==> config.mk <==
export PLATFORM = sky130hd
export DESIGN_NAME = vp_top
export DESIGN_NICKNAME = d
export VERILOG_FILES = /design/src/verilog/vp_timing_pkg.sv /design/src/verilog/vp_pixel_pkg.sv /design/src/verilog/line_mem_if.sv /design/src/verilog/video_crop.sv /design/src/verilog/mem_arbiter.sv /design/src/verilog/line_ram.sv /design/src/verilog/line_replay.sv /design/src/verilog/blank_fill.sv /design/src/verilog/vp_top.sv
export SDC_FILE = /design/constraint.sdc
export NUM_CORES = 1
export LEC_CHECK = 0
export BUFFER_PORTS_ARGS = -buffer_cell sky130_fd_sc_hd__buf_2
export CAP_MARGIN = 20
export CORE_ASPECT_RATIO = 1.25
export CORE_MARGIN = 3
export CORE_UTILIZATION = 50
export DETAILED_ROUTE_END_ITERATION = 10
export PLACE_DENSITY = 0.7
export SETUP_SLACK_MARGIN = 0.02
export SKIP_LAST_GASP = 1
export SLEW_MARGIN = 20
export SYNTH_ARGS = -nofsm -noshare
export SYNTH_HDL_FRONTEND = slang
export SYNTH_SLANG_ARGS = --single-unit
==> constraint.sdc <==
create_clock -name clk_vpm -period 2.7 [get_ports clk_vpm]
set_input_delay 0.54 -clock clk_vpm [delete_from_list [all_inputs] [get_ports clk_vpm]]
set_output_delay 0.54 -clock clk_vpm [all_outputs]
set_load 0.1 [all_outputs]
==> src/verilog/vp_timing_pkg.sv <==
`default_nettype none

package vp_timing_pkg;

    // Input frame, active region only
    localparam int H_DISP    = 12;
    localparam int V_DISP    = 6;

    // Crop window, start inclusive and end exclusive
    localparam int START_X   = 2;
    localparam int END_X     = 10;
    localparam int START_Y   = 1;
    localparam int END_Y     = 5;
    localparam int CROP_W    = END_X - START_X;     // Stored pixels per line

    // Output line after 2x upscale and padding
    localparam int OUT_H     = 20;
    localparam int PAD_N     = OUT_H - 2 * CROP_W;  // Black pixels per line

    // Derived widths
    localparam int X_W       = 4;                   // x and y counters
    localparam int ADDR_W    = 4;                   // Bank bit and column
    localparam int COL_W     = ADDR_W - 1;
    localparam int RAM_DEPTH = 1 << ADDR_W;
    localparam int OUT_CNT_W = $clog2(OUT_H);       // Output pixel counter

endpackage

`default_nettype wire

==> src/verilog/vp_pixel_pkg.sv <==
`default_nettype none

package vp_pixel_pkg;

    // External pixel format, r5 g6 b5
    typedef logic [15:0] rgb565_t;

    // Internal pixel, one byte per channel
    typedef struct packed {
        logic [7:0] r;
        logic [7:0] g;
        logic [7:0] b;
    } rgb888_t;

    localparam rgb888_t FILL_PIXEL = '0;  // Black

    // Who holds the line memory port in a given cycle
    typedef enum logic [1:0] {
        OWN_NONE,
        OWN_WRITER,
        OWN_READER
    } arb_owner_e;

    // Replay passes over one stored line
    typedef enum logic [1:0] {
        RP_IDLE,
        RP_PASS0,   // First copy of the line
        RP_PASS1    // Repeated copy
    } replay_state_e;

endpackage

`default_nettype wire

==> src/verilog/line_mem_if.sv <==
`timescale 1ns/1ps
`default_nettype none

// One requester's path to the shared line memory
interface line_mem_if;
    import vp_timing_pkg::*;
    import vp_pixel_pkg::*;

    logic              req;     // Access request
    logic              we;      // 1 = write, 0 = read
    logic [ADDR_W-1:0] addr;    // {bank, column}
    rgb888_t           wdata;
    logic              gnt;     // Access taken this cycle
    rgb888_t           rdata;
    logic              rvalid;  // Read data valid, one cycle after gnt

    // Block that wants the memory
    modport requester (
        output req, we, addr, wdata,
        input  gnt, rdata, rvalid
    );

    // Side facing the arbiter
    modport arbiter (
        input  req, we, addr, wdata,
        output gnt, rdata, rvalid
    );

endinterface

`default_nettype wire

==> src/verilog/video_crop.sv <==
`timescale 1ns/1ps
`default_nettype none

module video_crop (
    input  wire                         clk_vpm,
    input  wire                         arst_n_i,
    input  wire                         vs_i,
    input  wire                         de_i,
    input  wire vp_pixel_pkg::rgb565_t  data_i,
    line_mem_if.requester               mem,
    output logic                        line_done_o,
    output logic                        bank_o
);
    import vp_timing_pkg::*;
    import vp_pixel_pkg::*;

    logic [X_W-1:0]    x_q;
    logic [X_W-1:0]    y_q;
    logic              bank_q;      // Bank being filled
    logic              in_win;
    logic              row_end;     // Last window pixel of a row
    logic [COL_W-1:0]  col;
    rgb888_t           pix_wide;
    logic              req_q;
    logic [ADDR_W-1:0] addr_q;
    rgb888_t           wdata_q;

    assign in_win  = de_i && (x_q >= X_W'(START_X)) && (x_q < X_W'(END_X))
                          && (y_q >= X_W'(START_Y)) && (y_q < X_W'(END_Y));
    assign row_end = in_win && (x_q == X_W'(END_X - 1));
    assign col     = COL_W'(x_q - X_W'(START_X));

    // Zero pad the low bits of each channel
    assign pix_wide = {data_i[15:11], 3'b000, data_i[10:5], 2'b00, data_i[4:0], 3'b000};

    // --------------------------------------------------
    // Position in the input frame
    always_ff @(posedge clk_vpm or negedge arst_n_i) begin
        if (!arst_n_i) begin
            x_q <= '0;
            y_q <= '0;
        end else if (vs_i) begin  // New frame
            x_q <= '0;
            y_q <= '0;
        end else if (de_i) begin
            if (x_q == X_W'(H_DISP - 1)) begin
                x_q <= '0;
                if (y_q != X_W'(V_DISP)) y_q <= y_q + 1'b1;  // Hold past frame end
            end else begin
                x_q <= x_q + 1'b1;
            end
        end
    end

    // --------------------------------------------------
    // Write request and line handover
    always_ff @(posedge clk_vpm or negedge arst_n_i) begin
        if (!arst_n_i) begin
            req_q       <= 1'b0;
            line_done_o <= 1'b0;
            bank_q      <= 1'b0;
            bank_o      <= 1'b0;
        end else begin
            req_q       <= in_win;   // One write per window pixel
            line_done_o <= row_end;  // Same cycle as the last write
            if (row_end) begin
                bank_o <= bank_q;    // Finished bank goes to replay
                bank_q <= ~bank_q;   // Ping-pong
            end
        end
    end

    always_ff @(posedge clk_vpm) begin
        if (in_win) begin
            addr_q  <= {bank_q, col};
            wdata_q <= pix_wide;
        end
    end

    assign mem.req   = req_q;
    assign mem.we    = 1'b1;  // Write only
    assign mem.addr  = addr_q;
    assign mem.wdata = wdata_q;

endmodule

`default_nettype wire

==> src/verilog/mem_arbiter.sv <==
`timescale 1ns/1ps
`default_nettype none

module mem_arbiter (
    input  wire                                 clk_vpm,
    input  wire                                 arst_n_i,
    line_mem_if.arbiter                         wr,
    line_mem_if.arbiter                         rd,
    output logic                                ram_en_o,
    output logic                                ram_we_o,
    output logic [vp_timing_pkg::ADDR_W-1:0]    ram_addr_o,
    output vp_pixel_pkg::rgb888_t               ram_wdata_o,
    input  wire vp_pixel_pkg::rgb888_t          ram_rdata_i
);
    import vp_pixel_pkg::*;

    arb_owner_e owner;       // Port owner this cycle
    arb_owner_e rsp_owner_q; // Owner of the read in flight

    // Writer has fixed priority
    always_comb begin
        owner = OWN_NONE;
        if (wr.req)      owner = OWN_WRITER;
        else if (rd.req) owner = OWN_READER;
    end

    assign wr.gnt = (owner == OWN_WRITER);
    assign rd.gnt = (owner == OWN_READER);

    // RAM port mux
    always_comb begin
        ram_en_o    = 1'b0;
        ram_we_o    = 1'b0;
        ram_addr_o  = rd.addr;
        ram_wdata_o = rd.wdata;
        case (owner)
            OWN_WRITER: begin
                ram_en_o    = 1'b1;
                ram_we_o    = wr.we;
                ram_addr_o  = wr.addr;
                ram_wdata_o = wr.wdata;
            end
            OWN_READER: begin
                ram_en_o = 1'b1;
                ram_we_o = rd.we;
            end
            default: ;
        endcase
    end

    // RAM read is registered, so read valid follows the grant by one cycle
    always_ff @(posedge clk_vpm or negedge arst_n_i) begin
        if (!arst_n_i) rsp_owner_q <= OWN_NONE;
        else           rsp_owner_q <= (ram_en_o && !ram_we_o) ? owner : OWN_NONE;
    end

    assign wr.rdata  = ram_rdata_i;
    assign rd.rdata  = ram_rdata_i;
    assign wr.rvalid = (rsp_owner_q == OWN_WRITER);
    assign rd.rvalid = (rsp_owner_q == OWN_READER);

endmodule

`default_nettype wire

==> src/verilog/line_ram.sv <==
`timescale 1ns/1ps
`default_nettype none

module line_ram (
    input  wire                                 clk_vpm,
    input  wire                                 en_i,
    input  wire                                 we_i,
    input  wire [vp_timing_pkg::ADDR_W-1:0]     addr_i,
    input  wire vp_pixel_pkg::rgb888_t          wdata_i,
    output vp_pixel_pkg::rgb888_t               rdata_o
);
    import vp_timing_pkg::*;
    import vp_pixel_pkg::*;

    // Two banks of one cropped line each, bank is addr_i MSB
    rgb888_t mem_q [RAM_DEPTH];

    // Single port, read data registered
    always_ff @(posedge clk_vpm) begin
        if (en_i) begin
            if (we_i) begin
                mem_q[addr_i] <= wdata_i;
            end else begin
                rdata_o <= mem_q[addr_i];  // Holds until the next read
            end
        end
    end

endmodule

`default_nettype wire

==> src/verilog/line_replay.sv <==
`timescale 1ns/1ps
`default_nettype none

module line_replay (
    input  wire                         clk_vpm,
    input  wire                         arst_n_i,
    input  wire                         line_done_i,
    input  wire                         bank_i,
    line_mem_if.requester               mem,
    output logic                        pix_valid_o,
    output vp_pixel_pkg::rgb888_t       pix_o
);
    import vp_timing_pkg::*;
    import vp_pixel_pkg::*;

    replay_state_e        state_q;
    logic                 bank_q;     // Bank being replayed
    logic [COL_W-1:0]     col_q;      // Next column to read
    logic                 last_q;     // Final column of the pass granted
    logic                 req_q;
    logic                 emit2_q;    // Second copy of the current pixel
    logic [OUT_CNT_W-1:0] hold_q;     // Gap between passes
    rgb888_t              pix_q;

    assign mem.req   = req_q;
    assign mem.we    = 1'b0;          // Read only
    assign mem.addr  = {bank_q, col_q};
    assign mem.wdata = '0;

    // First copy straight from the RAM, second from the holding register
    assign pix_valid_o = mem.rvalid | emit2_q;
    assign pix_o       = mem.rvalid ? mem.rdata : pix_q;

    // --------------------------------------------------
    always_ff @(posedge clk_vpm or negedge arst_n_i) begin
        if (!arst_n_i) begin
            state_q <= RP_IDLE;
            bank_q  <= 1'b0;
            col_q   <= '0;
            last_q  <= 1'b0;
            req_q   <= 1'b0;
            emit2_q <= 1'b0;
            hold_q  <= '0;
        end else begin
            emit2_q <= mem.rvalid;
            if (hold_q != '0) hold_q <= hold_q - 1'b1;

            // Request drops once taken, writer may delay it
            if (mem.gnt) begin
                req_q  <= 1'b0;
                last_q <= (col_q == COL_W'(CROP_W - 1));
                col_q  <= (col_q == COL_W'(CROP_W - 1)) ? '0 : col_q + 1'b1;
            end

            case (state_q)
                RP_IDLE: begin
                    if (line_done_i) begin
                        bank_q  <= bank_i;
                        col_q   <= '0;
                        last_q  <= 1'b0;
                        req_q   <= 1'b1;
                        state_q <= RP_PASS0;
                    end
                end
                RP_PASS0: begin
                    if (mem.rvalid) begin
                        if (!last_q) begin
                            req_q <= 1'b1;  // Seen during the second copy
                        end else begin
                            // Leave room for the pad pixels of this output line
                            state_q <= RP_PASS1;
                            last_q  <= 1'b0;
                            hold_q  <= OUT_CNT_W'(PAD_N);
                        end
                    end
                end
                RP_PASS1: begin
                    if (hold_q == OUT_CNT_W'(1)) req_q <= 1'b1;  // Restart at column 0
                    if (mem.rvalid) begin
                        if (!last_q) begin
                            req_q <= 1'b1;
                        end else begin
                            state_q <= RP_IDLE;  // Line emitted twice
                            last_q  <= 1'b0;
                        end
                    end
                end
                default: state_q <= RP_IDLE;
            endcase
        end
    end

    always_ff @(posedge clk_vpm) begin
        if (mem.rvalid) pix_q <= mem.rdata;
    end

endmodule

`default_nettype wire

==> src/verilog/blank_fill.sv <==
`timescale 1ns/1ps
`default_nettype none

module blank_fill (
    input  wire                         clk_vpm,
    input  wire                         arst_n_i,
    input  wire                         pix_valid_i,
    input  wire vp_pixel_pkg::rgb888_t  pix_i,
    input  wire                         vs_i,
    output logic                        de_o,
    output logic                        vs_o,
    output vp_pixel_pkg::rgb565_t       data_o
);
    import vp_timing_pkg::*;
    import vp_pixel_pkg::*;

    logic [OUT_CNT_W-1:0] cnt_q;    // Position in the output line
    logic                 padding;  // Past the scaled pixels
    rgb888_t              pix_sel;

    assign padding = (cnt_q >= OUT_CNT_W'(2 * CROP_W));
    assign pix_sel = padding ? FILL_PIXEL : pix_i;

    // --------------------------------------------------
    // Line position, strobes during padding are not expected
    always_ff @(posedge clk_vpm or negedge arst_n_i) begin
        if (!arst_n_i) begin
            cnt_q <= '0;
            de_o  <= 1'b0;
            vs_o  <= 1'b0;
        end else begin
            vs_o <= vs_i;  // One cycle lag
            de_o <= padding | pix_valid_i;
            if (padding) begin
                cnt_q <= (cnt_q == OUT_CNT_W'(OUT_H - 1)) ? '0 : cnt_q + 1'b1;
            end else if (pix_valid_i) begin
                cnt_q <= cnt_q + 1'b1;
            end
        end
    end

    // Drop the low bits back to RGB565
    always_ff @(posedge clk_vpm) begin
        if (padding || pix_valid_i) begin
            data_o <= {pix_sel.r[7:3], pix_sel.g[7:2], pix_sel.b[7:3]};
        end
    end

endmodule

`default_nettype wire

==> src/verilog/vp_top.sv <==
`timescale 1ns/1ps
`default_nettype none

module vp_top (
    input  wire                         clk_vpm,
    input  wire                         arst_n_i,
    input  wire                         vi_vs_i,
    input  wire                         vi_de_i,
    input  wire vp_pixel_pkg::rgb565_t  vi_data_i,
    output wire                         vp_vs_o,
    output wire                         vp_de_o,
    output wire vp_pixel_pkg::rgb565_t  vp_data_o
);
    import vp_timing_pkg::*;
    import vp_pixel_pkg::*;

    logic              line_done;   // Row stored, start replay
    logic              done_bank;
    logic              ram_en;
    logic              ram_we;
    logic [ADDR_W-1:0] ram_addr;
    rgb888_t           ram_wdata;
    rgb888_t           ram_rdata;
    logic              pix_valid;   // Upscaled pixel strobe
    rgb888_t           pix;

    line_mem_if wr_mem ();          // Crop writer
    line_mem_if rd_mem ();          // Replay reader

    // --------------------------------------------------
    video_crop u_crop (
        .clk_vpm     (clk_vpm),
        .arst_n_i    (arst_n_i),
        .vs_i        (vi_vs_i),
        .de_i        (vi_de_i),
        .data_i      (vi_data_i),
        .mem         (wr_mem.requester),
        .line_done_o (line_done),
        .bank_o      (done_bank)
    );

    mem_arbiter u_arb (
        .clk_vpm     (clk_vpm),
        .arst_n_i    (arst_n_i),
        .wr          (wr_mem.arbiter),
        .rd          (rd_mem.arbiter),
        .ram_en_o    (ram_en),
        .ram_we_o    (ram_we),
        .ram_addr_o  (ram_addr),
        .ram_wdata_o (ram_wdata),
        .ram_rdata_i (ram_rdata)
    );

    line_ram u_ram (
        .clk_vpm (clk_vpm),
        .en_i    (ram_en),
        .we_i    (ram_we),
        .addr_i  (ram_addr),
        .wdata_i (ram_wdata),
        .rdata_o (ram_rdata)
    );

    line_replay u_replay (
        .clk_vpm     (clk_vpm),
        .arst_n_i    (arst_n_i),
        .line_done_i (line_done),
        .bank_i      (done_bank),
        .mem         (rd_mem.requester),
        .pix_valid_o (pix_valid),
        .pix_o       (pix)
    );

    blank_fill u_fill (
        .clk_vpm     (clk_vpm),
        .arst_n_i    (arst_n_i),
        .pix_valid_i (pix_valid),
        .pix_i       (pix),
        .vs_i        (vi_vs_i),
        .de_o        (vp_de_o),
        .vs_o        (vp_vs_o),
        .data_o      (vp_data_o)
    );

endmodule

`default_nettype wire

# Word level (Yosys, flattened, before mapping)
# Memory sizes are Yosys's and may differ from the RTL's. A register that Yosys moved wholly into a read port is not among the register bits.
# Index checks and enable logic that the tools add are counted.
[totals]
latchBits = 0
input_bits = 20
memories = 1
ram_bits = 384
elab_cells = 128
regBits = 95
rom_bits = 0
output_inout_bits = 18
[mem_list]
columns = ["memory", "depth", "width", "read_ports", "rd_clocked_by_memory_dff", "write_ports", "line_no", "text"]
rows = [
  ["u_ram.mem_q", 16, 24, 1, 1, 1, "line_ram.sv:16", "rgb888_t mem_q [RAM_DEPTH];"],
]
[op_classes]
n_div = 0
n_reduce_logical = 20
bitwise_logic = 4
n_mul = 0
n_lt_le_gt_ge = 5
n_eq_ne = 16
mux = 48
shift = 0
add_sub_neg = 6
[op_table]
columns = ["cell", "n"]
rows = [
  ["24-bit two-way mux", 2],
  ["5-bit two-way mux", 7],
  ["4-bit two-way mux", 8],
  ["1-bit two-way mux", 16],
  ["2-bit two-way mux", 8],
  ["3-bit two-way mux", 4],
  ["4-bit by 1-bit adder with 4-bit output (second input constant)", 2],
  ["4-bit == test (second input constant)", 2],
  ["2-bit by 1-bit != test with 1-bit output (second input constant)", 4],
  ["2-bit nonzero test", 4],
  ["2-bit == test (second input constant)", 3],
  ["1-bit logical AND", 6],
  ["2-bit case mux with 3 select lines", 1],
  ["5-bit by 1-bit adder with 5-bit output (second input constant)", 1],
  ["5-bit by 1-bit == test with 1-bit output (second input constant)", 1],
  ["5-bit == test (second input constant)", 1],
  ["5-bit greater-or-equal comparator (second input constant)", 1],
  ["5-bit AND reduction", 1],
  ["5-bit nonzero test", 1],
  ["5-bit by 1-bit subtractor with 5-bit output (second input constant)", 1],
  ["2-bit by 1-bit == test with 1-bit output (second input constant)", 2],
  ["4-bit by 1-bit greater-or-equal comparator with 1-bit output (second input constant)", 1],
  ["4-bit by 2-bit greater-or-equal comparator with 1-bit output (second input constant)", 1],
  ["4-bit by 3-bit less-than comparator with 1-bit output (second input constant)", 1],
  ["16 further kinds", 20],
]

# Depth between registers and ports, before layout
# Gate-level depths: netlist of the first run.
[depth]
depth_word = 8
depth_mapped = 7
mapped_depth_nobuf = 6

# By module
# From an unflattened synthesis of the first run, not the netlist that was laid out.
[unflattened]
hier_cells = 1044
area_unflattened_um2 = 20236.9
[modules_own_cells]
columns = ["module", "n_inst", "cells_per_inst", "area_per_inst_um2", "seq_area_each_um2"]
rows = [
  ["line_ram", 1, 640, 15240.9, 12251.8],
  ["line_replay", 1, 155, 1754.2, 830.8],
  ["video_crop", 1, 93, 1356.3, 900.9],
  ["blank_fill", 1, 66, 945.9, 655.6],
  ["mem_arbiter", 1, 90, 939.7, 50.0],
]

# Worst setup path after synthesis of the first run
# OpenSTA, ideal clock, no wires.
[synth_path]
kind = "register to register"
start = "reg u_crop.req_q, in the netlist u_crop.mem.req"
end = "mem u_ram.mem_q[4][10] (netlist name), enable pin"
setup_slack_ns = 0.302
period_less_slack_ns = 2.398
t_arrival_ns = 2.007
path_buffers = 3
t_required_ns = 2.310
stages_incl_launch_ff = 7
setup_ns = 0.390
path_cell_list = "dfrtp_1 > buf_6 > buf_4 > nor2b_1 > o2bb2ai_1 > clkbuf_1 > nor2b_1"
[synth_between]
elab_chain_cells = 6
word_cells_on_any_way = 10
cone_classes = "eq/ne (2); mux (7); reduce/logical (1)"
[synth_lines]
columns = ["element", "line_no", "text"]
rows = [
  ["start, declared", "video_crop.sv:24", "logic req_q;"],
  ["start signal, assigned", "video_crop.sv:64", "req_q <= in_win;"],
  ["2-bit two-way mux *", "mem_arbiter.sv:23", "if (wr.req) owner = OWN_WRITER;"],
  ["2-bit by 1-bit == test with 1-bit output / 2-bit == test (equally long branches)", "mem_arbiter.sv:36", "case (owner)"],
  ["1-bit two-way mux / 2-bit OR reduction (equally long branches)", "n/a", ""],
  ["1-bit two-way mux (on tied branches)", "line_ram.sv:21, mem_arbiter.sv:36", ""],
  ["1-bit two-way mux", "line_ram.sv:20", "if (en_i) begin"],
  ["1-bit two-way mux (implied by the code)", "line_ram.sv:22", "mem_q[addr_i] <= wdata_i;"],
  ["end, declared", "line_ram.sv:16", ""],
]
# Every way passes the cells marked *; elsewhere a longest branch is shown, timed or not.

# Worst setup path after layout of the first run
[layout_path]
start = "reg u_crop.req_q, in the netlist u_crop.mem.req"
end = "reg u_ram.rdata_o[10] (netlist name), data pin"
[layout_between]
elab_chain_cells = 5
word_cells_on_any_way = 9
cone_classes = "eq/ne (2); mux (4); bitwise (1); reduce/logical (2)"
[layout_lines]
columns = ["element", "line_no", "text"]
rows = [
  ["2-bit two-way mux *", "mem_arbiter.sv:23", ""],
  ["2-bit == test / 2-bit by 1-bit == test with 1-bit output (equally long branches)", "n/a", ""],
  ["2-bit OR reduction (no source line) / 1-bit two-way mux (equally long branches)", "n/a", ""],
  ["1-bit two-way mux / 1-bit NOT (equally long branches)", "n/a", ""],
  ["2-bit AND reduction (no source line)", "n/a", ""],
  ["end signal, assigned", "line_ram.sv:24", "rdata_o <= mem_q[addr_i];"],
  ["end, declared", "line_ram.sv:10", "output vp_pixel_pkg::rgb888_t rdata_o"],
]
# Marked as above.
# A chain may end at the register's enable or synchronous reset.

==> results.txt, run 1 <==
----------------------------------------------------
[Status]
  Result of the run ... finished clean

[Clock tree]
  Max Buffers Root-to-Sink ... 3
  Worst skew pair latency ... 0.51 ns
  Post-CTS Repair Setup Buffers ... 0
  Sink Count ... 359
  Gates resized, CTS repair ... 0
  Number of buffers created by CTS ... 36
  Count of hold-fix buffers inserted at cts ... 0
  Clock transition time at the flip-flop clock pins of the worst setup and hold paths ... 0.06 ns
  Total number of H-tree levels ... 2
  Clock root buffer master ... sky130_fd_sc_hd__clkbuf_16
  CTS tree ... yes

[Place]
  Count of port buffers added during placement ... 37
  Half-perimeter wire length after placement ... 18,900 µm
  Number of placed instances, taps included ... 1,262
  RePlAce Congestion ... 0.808
  Placement Setup Slack ... 0.300 ns
  Area after detailed placement ... 15,300 µm²

[STA]
  Setup repair after global routing missed its margin ... false
  Worst Clk Skew ... 0.0128 ns
  Upper clock frequency limit ... 412 MHz
  Final hold vios ... 0
  Relative slew slack ... 0.461
  Count of final setup violators ... 0
  Worst-Margin Slew ... 0.809 ns
  PnR worst setup slack ... 0.273 ns
  Worst Hold Margin ... 0.123 ns
  Slew Limit Fails ... 0
  Total negative setup slack ... 0 ns
  Final critical-path share of the clock period ... 0.899
  Crit path time final ... 2.43 ns

[Pwr]
  Sequential group share of total power ... 0.555
  Proportion of power drawn by combinational gates ... 0.004
  Switching part of the total power ... 0.183
  Clock network fraction of total power ... 0.441
  Peak supply drop ... 0.614 mV
  Power Density ... 654 nW/µm²
  Cell-internal power ... 8.76 mW
  Net Switching ... 1.97 mW
  Leakage component of the power ... 6.16 nW

[Synthesis]
  Async set or reset register ratio after synthesis ... 0.0975
  Library cells used by synthesis ... 58
  Cell count after synthesis ... 874
  Sequential share of the synthesized area ... 0.722
  Primary flip-flop cell chosen by synthesis mapping ... sky130_fd_sc_hd__edfxtp_1
  Yosys warnings ... 0
  Average cell area after synthesis ... 16.6 µm²
  Area of the mapped netlist ... 14,500 µm²
  Net count after synthesis ... 913
  Number of enable flip-flop cells after synthesis ... 308
  Flops & latches, synth ... 359

[Floorplanning]
  Effective utilization at floorplan ... 0.508
  DIE AREA ... 31,000 µm²
  Number of rows created at floorplan ... 69
  Horizontal die dimension ... 158 µm
  # IOs ... 38
  Chip Height ... 196 µm
  Core area ... 28,500 µm²

[Critical path]
  Critical path destination ... u_ram.rdata_o[10]$_DFFE_PP_
  Kind of critical path ... reg -> reg
  Critical R2R Capture ... u_ram.rdata_o[10]$_DFFE_PP_
  Signal arrival time at the worst endpoint ... 2.64 ns
  Type of destination of the critical path ... register
  Reg-to-reg slack, setup ... 0.27 ns
  Maximum fanout count along the critical path ... 25
  CP startpoint ... u_crop.mem.req$_DFF_PN0_
  Logic depth of the worst register-to-register path ... 5
  Nature of the critical path startpoint ... register
  Start of the worst register-to-register path ... u_crop.mem.req$_DFF_PN0_
  Required arrival time at the worst endpoint ... 2.91 ns

[Layout]
  Proportion of layout cells with a drive suffix above 1 ... 0.191
  Final cell count without fillers ... 1,324
  Final standard cell area without fillers ... 16,400 µm²
  Number of nets at the end of the flow ... 984
  Inserted Diodes ... 0
  P&R area growth vs syn ... 13.3%

[Route]
  TritonRoute pass-1 iters ... 5
  DR vias ... 7,702
  Detail-routed net length per standard cell ... 21.6 µm
  Number of remaining DRC errors ... 0
  Detailed Route Iter0 Violations ... 685
  Total routed wirelength ... 28,600 µm
  Drt via density ... 5.82
  Post-DRT Antenna Nets ... 0

[Global route]
  Met1 track demand over resource in global routing ... 0.268
  Met3 usage in global routing ... 0.0298
  Number of global-route vias before repair ... 8,015
  Largest net degree at the start of global routing ... 36
  First-pass GRT wire length ... 45,500 µm
  Met2 usage ... 0.315
  Layer with the highest usage ... met2
  Remaining Overflow, GRT ... 0
  Total Routing Usage GR ... 0.190
  Initial antenna violation count ... 0

[Hold path]
  Worst min-delay path class ... in -> async

[Flow run]
  Max-cap violations ... 0

----------------------------------------------------
==> synthesized netlist by cell type (3+ instances only) <==
cell type                    n  area [µm²]
sky130_fd_sc_hd__a211oi_1    3        22.5
sky130_fd_sc_hd__a21boi_0  124         931
sky130_fd_sc_hd__a21boi_1    4        30.0
sky130_fd_sc_hd__a21oi_1    11        55.1
sky130_fd_sc_hd__and2_1     18         113
sky130_fd_sc_hd__buf_1       3        11.3
sky130_fd_sc_hd__buf_2       5        25.0
sky130_fd_sc_hd__buf_4       3        22.5
sky130_fd_sc_hd__buf_6       4        45.0
sky130_fd_sc_hd__clkbuf_1   34         128
sky130_fd_sc_hd__dfrtp_1    35         876
sky130_fd_sc_hd__dfxtp_1    16         320
sky130_fd_sc_hd__edfxtp_1  308        9250
sky130_fd_sc_hd__ha_1       19         238
sky130_fd_sc_hd__inv_1      21        78.8
sky130_fd_sc_hd__mux2_2     19         214
sky130_fd_sc_hd__mux2i_1     4        40.0
sky130_fd_sc_hd__mux4_2     30         676
sky130_fd_sc_hd__nand2_1    13        48.8
sky130_fd_sc_hd__nand3_1     5        25.0
sky130_fd_sc_hd__nand3b_1    3        22.5
sky130_fd_sc_hd__nand4_1    18         113
sky130_fd_sc_hd__nor2_1     30         113
sky130_fd_sc_hd__nor2b_1    24         150
sky130_fd_sc_hd__nor3_1      6        30.0
sky130_fd_sc_hd__o21ai_0    35         175
sky130_fd_sc_hd__o41ai_1    32         280
sky130_fd_sc_hd__xnor2_1     6        52.6
sky130_fd_sc_hd__xor2_1      4        35.0
==> how the worst min path moves through the flow <==
stage          depth (start not counted)                        endpoint  slack (ns)
6_report                               1       u_crop.y_q[2]$_DFFE_PN0P_        0.12
5_1_grt                                1       u_crop.y_q[2]$_DFFE_PN0P_        0.18
4_1_cts                                1           u_fill.vs_o$_DFF_PN0_        0.15
3_5_place_dp                           1      u_replay.pix_q[11]$_DFF_P_        0.46
3_3_place_gp                           1      u_replay.pix_q[20]$_DFF_P_        0.46
2_1_floorplan                          0  u_arb.rsp_owner_q[0]$_DFF_PN0_        0.24
==> metal layers <==
| metal | vias up | wire, µm | share of wire |
|---|---|---|---|
| li1 | 3568 | - | - |
| met1 | 3872 | 12300 | 0.43 |
| met2 | 232 | 14100 | 0.49 |
| met3 | 30 | 1700 | 0.060 |
| met4 | 0 | 433 | 0.015 |
| met5 | - | 0 | 0 |
==> cells by family after synthesis <==
logic type	count (synthesis)	synth area share
DFF	359	0.722
AOI/OAI and AO/OA	223	0.111
and+or+nand+nor	135	0.0530
buffers and inverters	70	0.0214
muxes	57	0.0699
adders and majority gates	19	0.0164
xor gates and xnor gates	10	0.00605
other	1	0.000259
==> worst max-delay path, cell delays in order, from the launching register on <==
cell	delay, ns
sky130_fd_sc_hd__dfrtp_1	0.55
sky130_fd_sc_hd__or3_1	0.40
sky130_fd_sc_hd__buf_12	0.23
sky130_fd_sc_hd__a21boi_0	0.10
sky130_fd_sc_hd__o41ai_1	0.69
sky130_fd_sc_hd__nand4_1	0.16
==> power groups by stage <==
stage                     Clock (mW)  Sequential [mW]  Combinational, mW
after floorplan                    0             6.07             0.0125
after global placement             0             6.07             0.0470
after detailed placement           0             6.07             0.0479
after CTS                       4.83             5.95             0.0482
after global routing            5.08             5.95             0.0543
final                           4.73             5.95             0.0464
==> cell usage in the layout, fill, tap and decap left out, types with 4 or more instances in the layout <==
cell and instances:
sky130_fd_sc_hd__a21boi_0 124, sky130_fd_sc_hd__a21boi_1 4, sky130_fd_sc_hd__a21oi_1 11, sky130_fd_sc_hd__and2_1 18
sky130_fd_sc_hd__buf_12 4, sky130_fd_sc_hd__buf_2 37, sky130_fd_sc_hd__buf_4 41, sky130_fd_sc_hd__clkbuf_1 9
sky130_fd_sc_hd__clkbuf_16 37, sky130_fd_sc_hd__clkinv_1 8, sky130_fd_sc_hd__dfrtp_1 35, sky130_fd_sc_hd__dfxtp_1 16
sky130_fd_sc_hd__edfxtp_1 308, sky130_fd_sc_hd__ha_1 19, sky130_fd_sc_hd__inv_1 21, sky130_fd_sc_hd__mux2_2 19
sky130_fd_sc_hd__mux2i_1 4, sky130_fd_sc_hd__mux4_2 30, sky130_fd_sc_hd__nand2_1 13, sky130_fd_sc_hd__nand3_1 5
sky130_fd_sc_hd__nand4_1 18, sky130_fd_sc_hd__nor2_1 30, sky130_fd_sc_hd__nor2b_1 23, sky130_fd_sc_hd__nor3_1 6
sky130_fd_sc_hd__o21ai_0 35, sky130_fd_sc_hd__o41ai_1 31, sky130_fd_sc_hd__xnor2_1 6, sky130_fd_sc_hd__xor2_1 4
==> flip-flops by register name (all words and copies together) (netlist names), 2 cells and up <==
register / flops
u_ram.mem_q: 256
u_crop.mem.wdata: 16
u_fill.data_o: 16
u_ram.rdata_o: 16
u_replay.pix_q: 16
u_fill.cnt_q: 5
u_replay.hold_q: 5
u_crop.mem.addr: 4
u_crop.x_q: 4
u_crop.y_q: 4
u_replay.col_q: 3
u_arb.rsp_owner_q: 2
u_replay.state_q: 2
==> metrics by stage <==
stage,utilization,power [mW]
2_1_floorplan,-,6.09
3_3_place_gp,0.536,6.12
3_5_place_dp,0.536,6.12
4_1_cts,0.575,10.8
5_1_grt,0.575,11.1
6_report,0.575,10.7
==> cell type report <==
cell class	instances	area (µm²)
timing repair buffer	82	573
tap	355	444
clock inverter	16	154
fill	2193	12100
clock buffer	46	960
sequential	359	10400
inverter	21	78.8
multi-input combinational	445	3730
Power figures use the tool's default switching activity.
==> run 2: changes to the inputs <==
Settings changed: CELL_PAD_IN_SITES_DETAIL_PLACEMENT from default to 1, CELL_PAD_IN_SITES_GLOBAL_PLACEMENT from default to 1, PLACE_DENSITY 0.7 to 0.79.
==> results.txt, run 2 (same netlist as run 1, synthesis figures left out) <==
----------------------------------------------------
[Status]
  Result of the run ... finished clean

[STA]
  Upper clock frequency limit ... 388 MHz (-5.9%)
  Setup repair after global routing missed its margin ... false
  Crit path time final ... 2.58 ns (+0.153 ns)
  Count of final setup violators ... 0 (unchanged)
  Worst-Margin Slew ... 0.969 ns (+0.160 ns)
  Relative slew slack ... 0.354 (-0.107)
  Worst Hold Margin ... 0.136 ns (+0.0134 ns)
  Slew Limit Fails ... 0 (unchanged)
  Final hold vios ... 0 (unchanged)
  Total negative setup slack ... 0 ns (unchanged)
  Worst Clk Skew ... 0.0223 ns (+0.00943 ns)
  Final critical-path share of the clock period ... 0.956 (+0.0568)

[Route]
  TritonRoute pass-1 iters ... 5 (unchanged)
  Detail-routed net length per standard cell ... 26.4 µm (+22%)
  Number of remaining DRC errors ... 0 (unchanged)
  Post-DRT Antenna Nets ... 0 (unchanged)
  Detailed Route Iter0 Violations ... 772 (+13%)
  Total routed wirelength ... 35,100 µm (+23%)
  Drt via density ... 6.20 (+6.6%)
  DR vias ... 8,250 (+7.1%)

[Layout]
  Inserted Diodes ... 0 (unchanged)
  FF+latch area ... 10,400 µm² (unchanged)
  Number of nets at the end of the flow ... 986 (+0.20%)
  Register containing the most flip-flops in the final layout ... u_ram.mem_q
  Footprint of the multi-input gates ... 3760 µm² (+0.57%)
  Proportion of layout cells with a drive suffix above 1 ... 0.201 (+0.0101)
  Number of fillers in the final layout ... 2,560 (+17%)
  Most frequent cells in the layout ... sky130_fd_sc_hd__edfxtp_1, sky130_fd_sc_hd__a21boi_0, sky130_fd_sc_hd__buf_4
  Most common cell after layout, fill and taps aside ... sky130_fd_sc_hd__edfxtp_1
  P&R area growth vs syn ... 14.1%
  Max FFs per register ... 256 (unchanged)

[Clock tree]
  Worst skew pair latency ... 0.53 ns (+0.02 ns)
  Count of hold-fix buffers inserted at cts ... 0 (unchanged)
  Total number of H-tree levels ... 2 (unchanged)
  Number of buffers created by CTS ... 36 (unchanged)
  Post-CTS Repair Setup Buffers ... 0 (unchanged)
  Clock root buffer master ... sky130_fd_sc_hd__clkbuf_16
  Max Buffers Root-to-Sink ... 3 (unchanged)
  Sink Count ... 359 (unchanged)
  CTS tree ... yes
  Clock transition time at the flip-flop clock pins of the worst setup and hold paths ... 0.07 ns (about the same)

[Place]
  RePlAce Congestion ... 0.790 (-2.2%)
  Half-perimeter wire length after placement ... 22,000 µm (+16%)
  Count of port buffers added during placement ... 37 (unchanged)

[Global route]
  Layer with the highest usage ... met2
  First-pass GRT wire length ... 53,900 µm (+18%)
  Number of global-route vias before repair ... 8,731 (+8.9%)
  Total Routing Usage GR ... 0.232 (+0.0421)
  Remaining Overflow, GRT ... 0 (unchanged)
  Met3 usage in global routing ... 0.0424 (+0.0126)
  Largest net degree at the start of global routing ... 37 (+2.8%)
  Met2 usage ... 0.388 (+0.0732)
  Met1 track demand over resource in global routing ... 0.317 (+0.0489)
  Initial antenna violation count ... 1 (+1)

[Critical path]
  Signal arrival time at the worst endpoint ... 2.82 ns (+0.18 ns)
  Critical-path cell list ... buf_4 -> nand3b_2 -> buf_12 -> a21boi_0 -> o41ai_1 -> nand4_1
  Nature of the critical path startpoint ... register
  Start of the worst register-to-register path ... u_crop.mem.req$_DFF_PN0_
  Maximum fanout count along the critical path ... 21 (-16%)
  Highest cell delay on the worst timing path ... 0.71 ns (+0.02 ns)
  Type of destination of the critical path ... register
  CP startpoint ... u_crop.mem.req$_DFF_PN0_
  Required arrival time at the worst endpoint ... 2.94 ns (+0.03 ns)
  Kind of critical path ... reg -> reg
  Master of the slowest instance on the critical path ... sky130_fd_sc_hd__o41ai_1

[Flow run]
  Max-cap violations ... 0 (unchanged)

[Floorplanning]
  Number of rows created at floorplan ... 69 (unchanged)
  Effective utilization at floorplan ... 0.508 (unchanged)
  Horizontal die dimension ... 158 µm (unchanged)
  Chip Height ... 196 µm (unchanged)
  Core area ... 28,500 µm² (unchanged)
  # IOs ... 38 (unchanged)
  DIE AREA ... 31,000 µm² (unchanged)

[Pwr]
  Peak supply drop ... 0.541 mV (-12%)
  Leakage component of the power ... 6.25 nW (+1.5%)
  Final Total Pwr ... 10.8 mW (+0.90%)
  Power Density ... 656 nW/µm² (+0.19%)

[Hold path]
  Worst min-delay path class ... in -> async

----------------------------------------------------
[run 2: path summary, 6_finish.rpt]
check	depth (start not counted)	slack [ns]	end
max	6	0.12	u_ram.rdata_o[11]$_DFFE_PP_
min	1	0.14	u_replay.state_q[1]$_DFFE_PN0P_
max reg2reg	6	0.12	u_ram.rdata_o[11]$_DFFE_PP_
min reg2reg	1	0.47	u_replay.pix_q[15]$_DFF_P_
max in group asynchronous	1	2.03	u_fill.de_o$_DFF_PN0_
min in group clk_vpm	1	0.19	u_crop.mem.wdata[14]$_DFFE_PP_
[run 2: layer usage]
| metal | wire length [µm] | vias up |
|---|---|---|
| li1 | - | 3563 |
| met1 | 14300 | 4299 |
| met2 | 17800 | 321 |
| met3 | 2220 | 65 |
| met4 | 739 | 2 |
| met5 | 15 | - |
[run 2: power by group]
part	switching, mW	internal, mW
Combinational	0.0314	0.0164
Clock	2.02	2.80
Sequential	0.00492	5.95
Total	2.06	8.76
[run 2: cell type report]
class	count	share of cell area
Clock inverter	19	0.00902
Sequential cell	359	0.633
Inverter	21	0.00478
Timing Repair Buffer	84	0.0387
Clock buffer	47	0.0602
Tap cell	355	0.0269
Multi-Input combinational cell	445	0.228
[run 2: repair_timing]
action,CTS,global route
endpoints found under the setup margin,1,3
cloned,0,0
resized for setup,1,3
[run 2: critical path: cells and delay by family (launching register included)]
kind,cells,cell delay [ns]
AND/OR/NAND/NOR,2,0.60
AO/OA/AOI/OAI,2,0.82
flip-flops,1,0.39
buffers and inverters,2,0.48
[run 2: metrics by stage]
stage / utilization / setup slack [ns] / cells / area [µm²]
3_5_place_dp: 0.538 / 0.0240 / 1264 / 15300
2_1_floorplan: - / 0.302 / 874 / 14500
5_1_grt: 0.579 / 0.0530 / 1330 / 16500
6_report: 0.579 / 0.120 / 1330 / 16500
4_1_cts: 0.579 / 0.0532 / 1330 / 16500
3_3_place_gp: 0.538 / 0.260 / 1264 / 15300
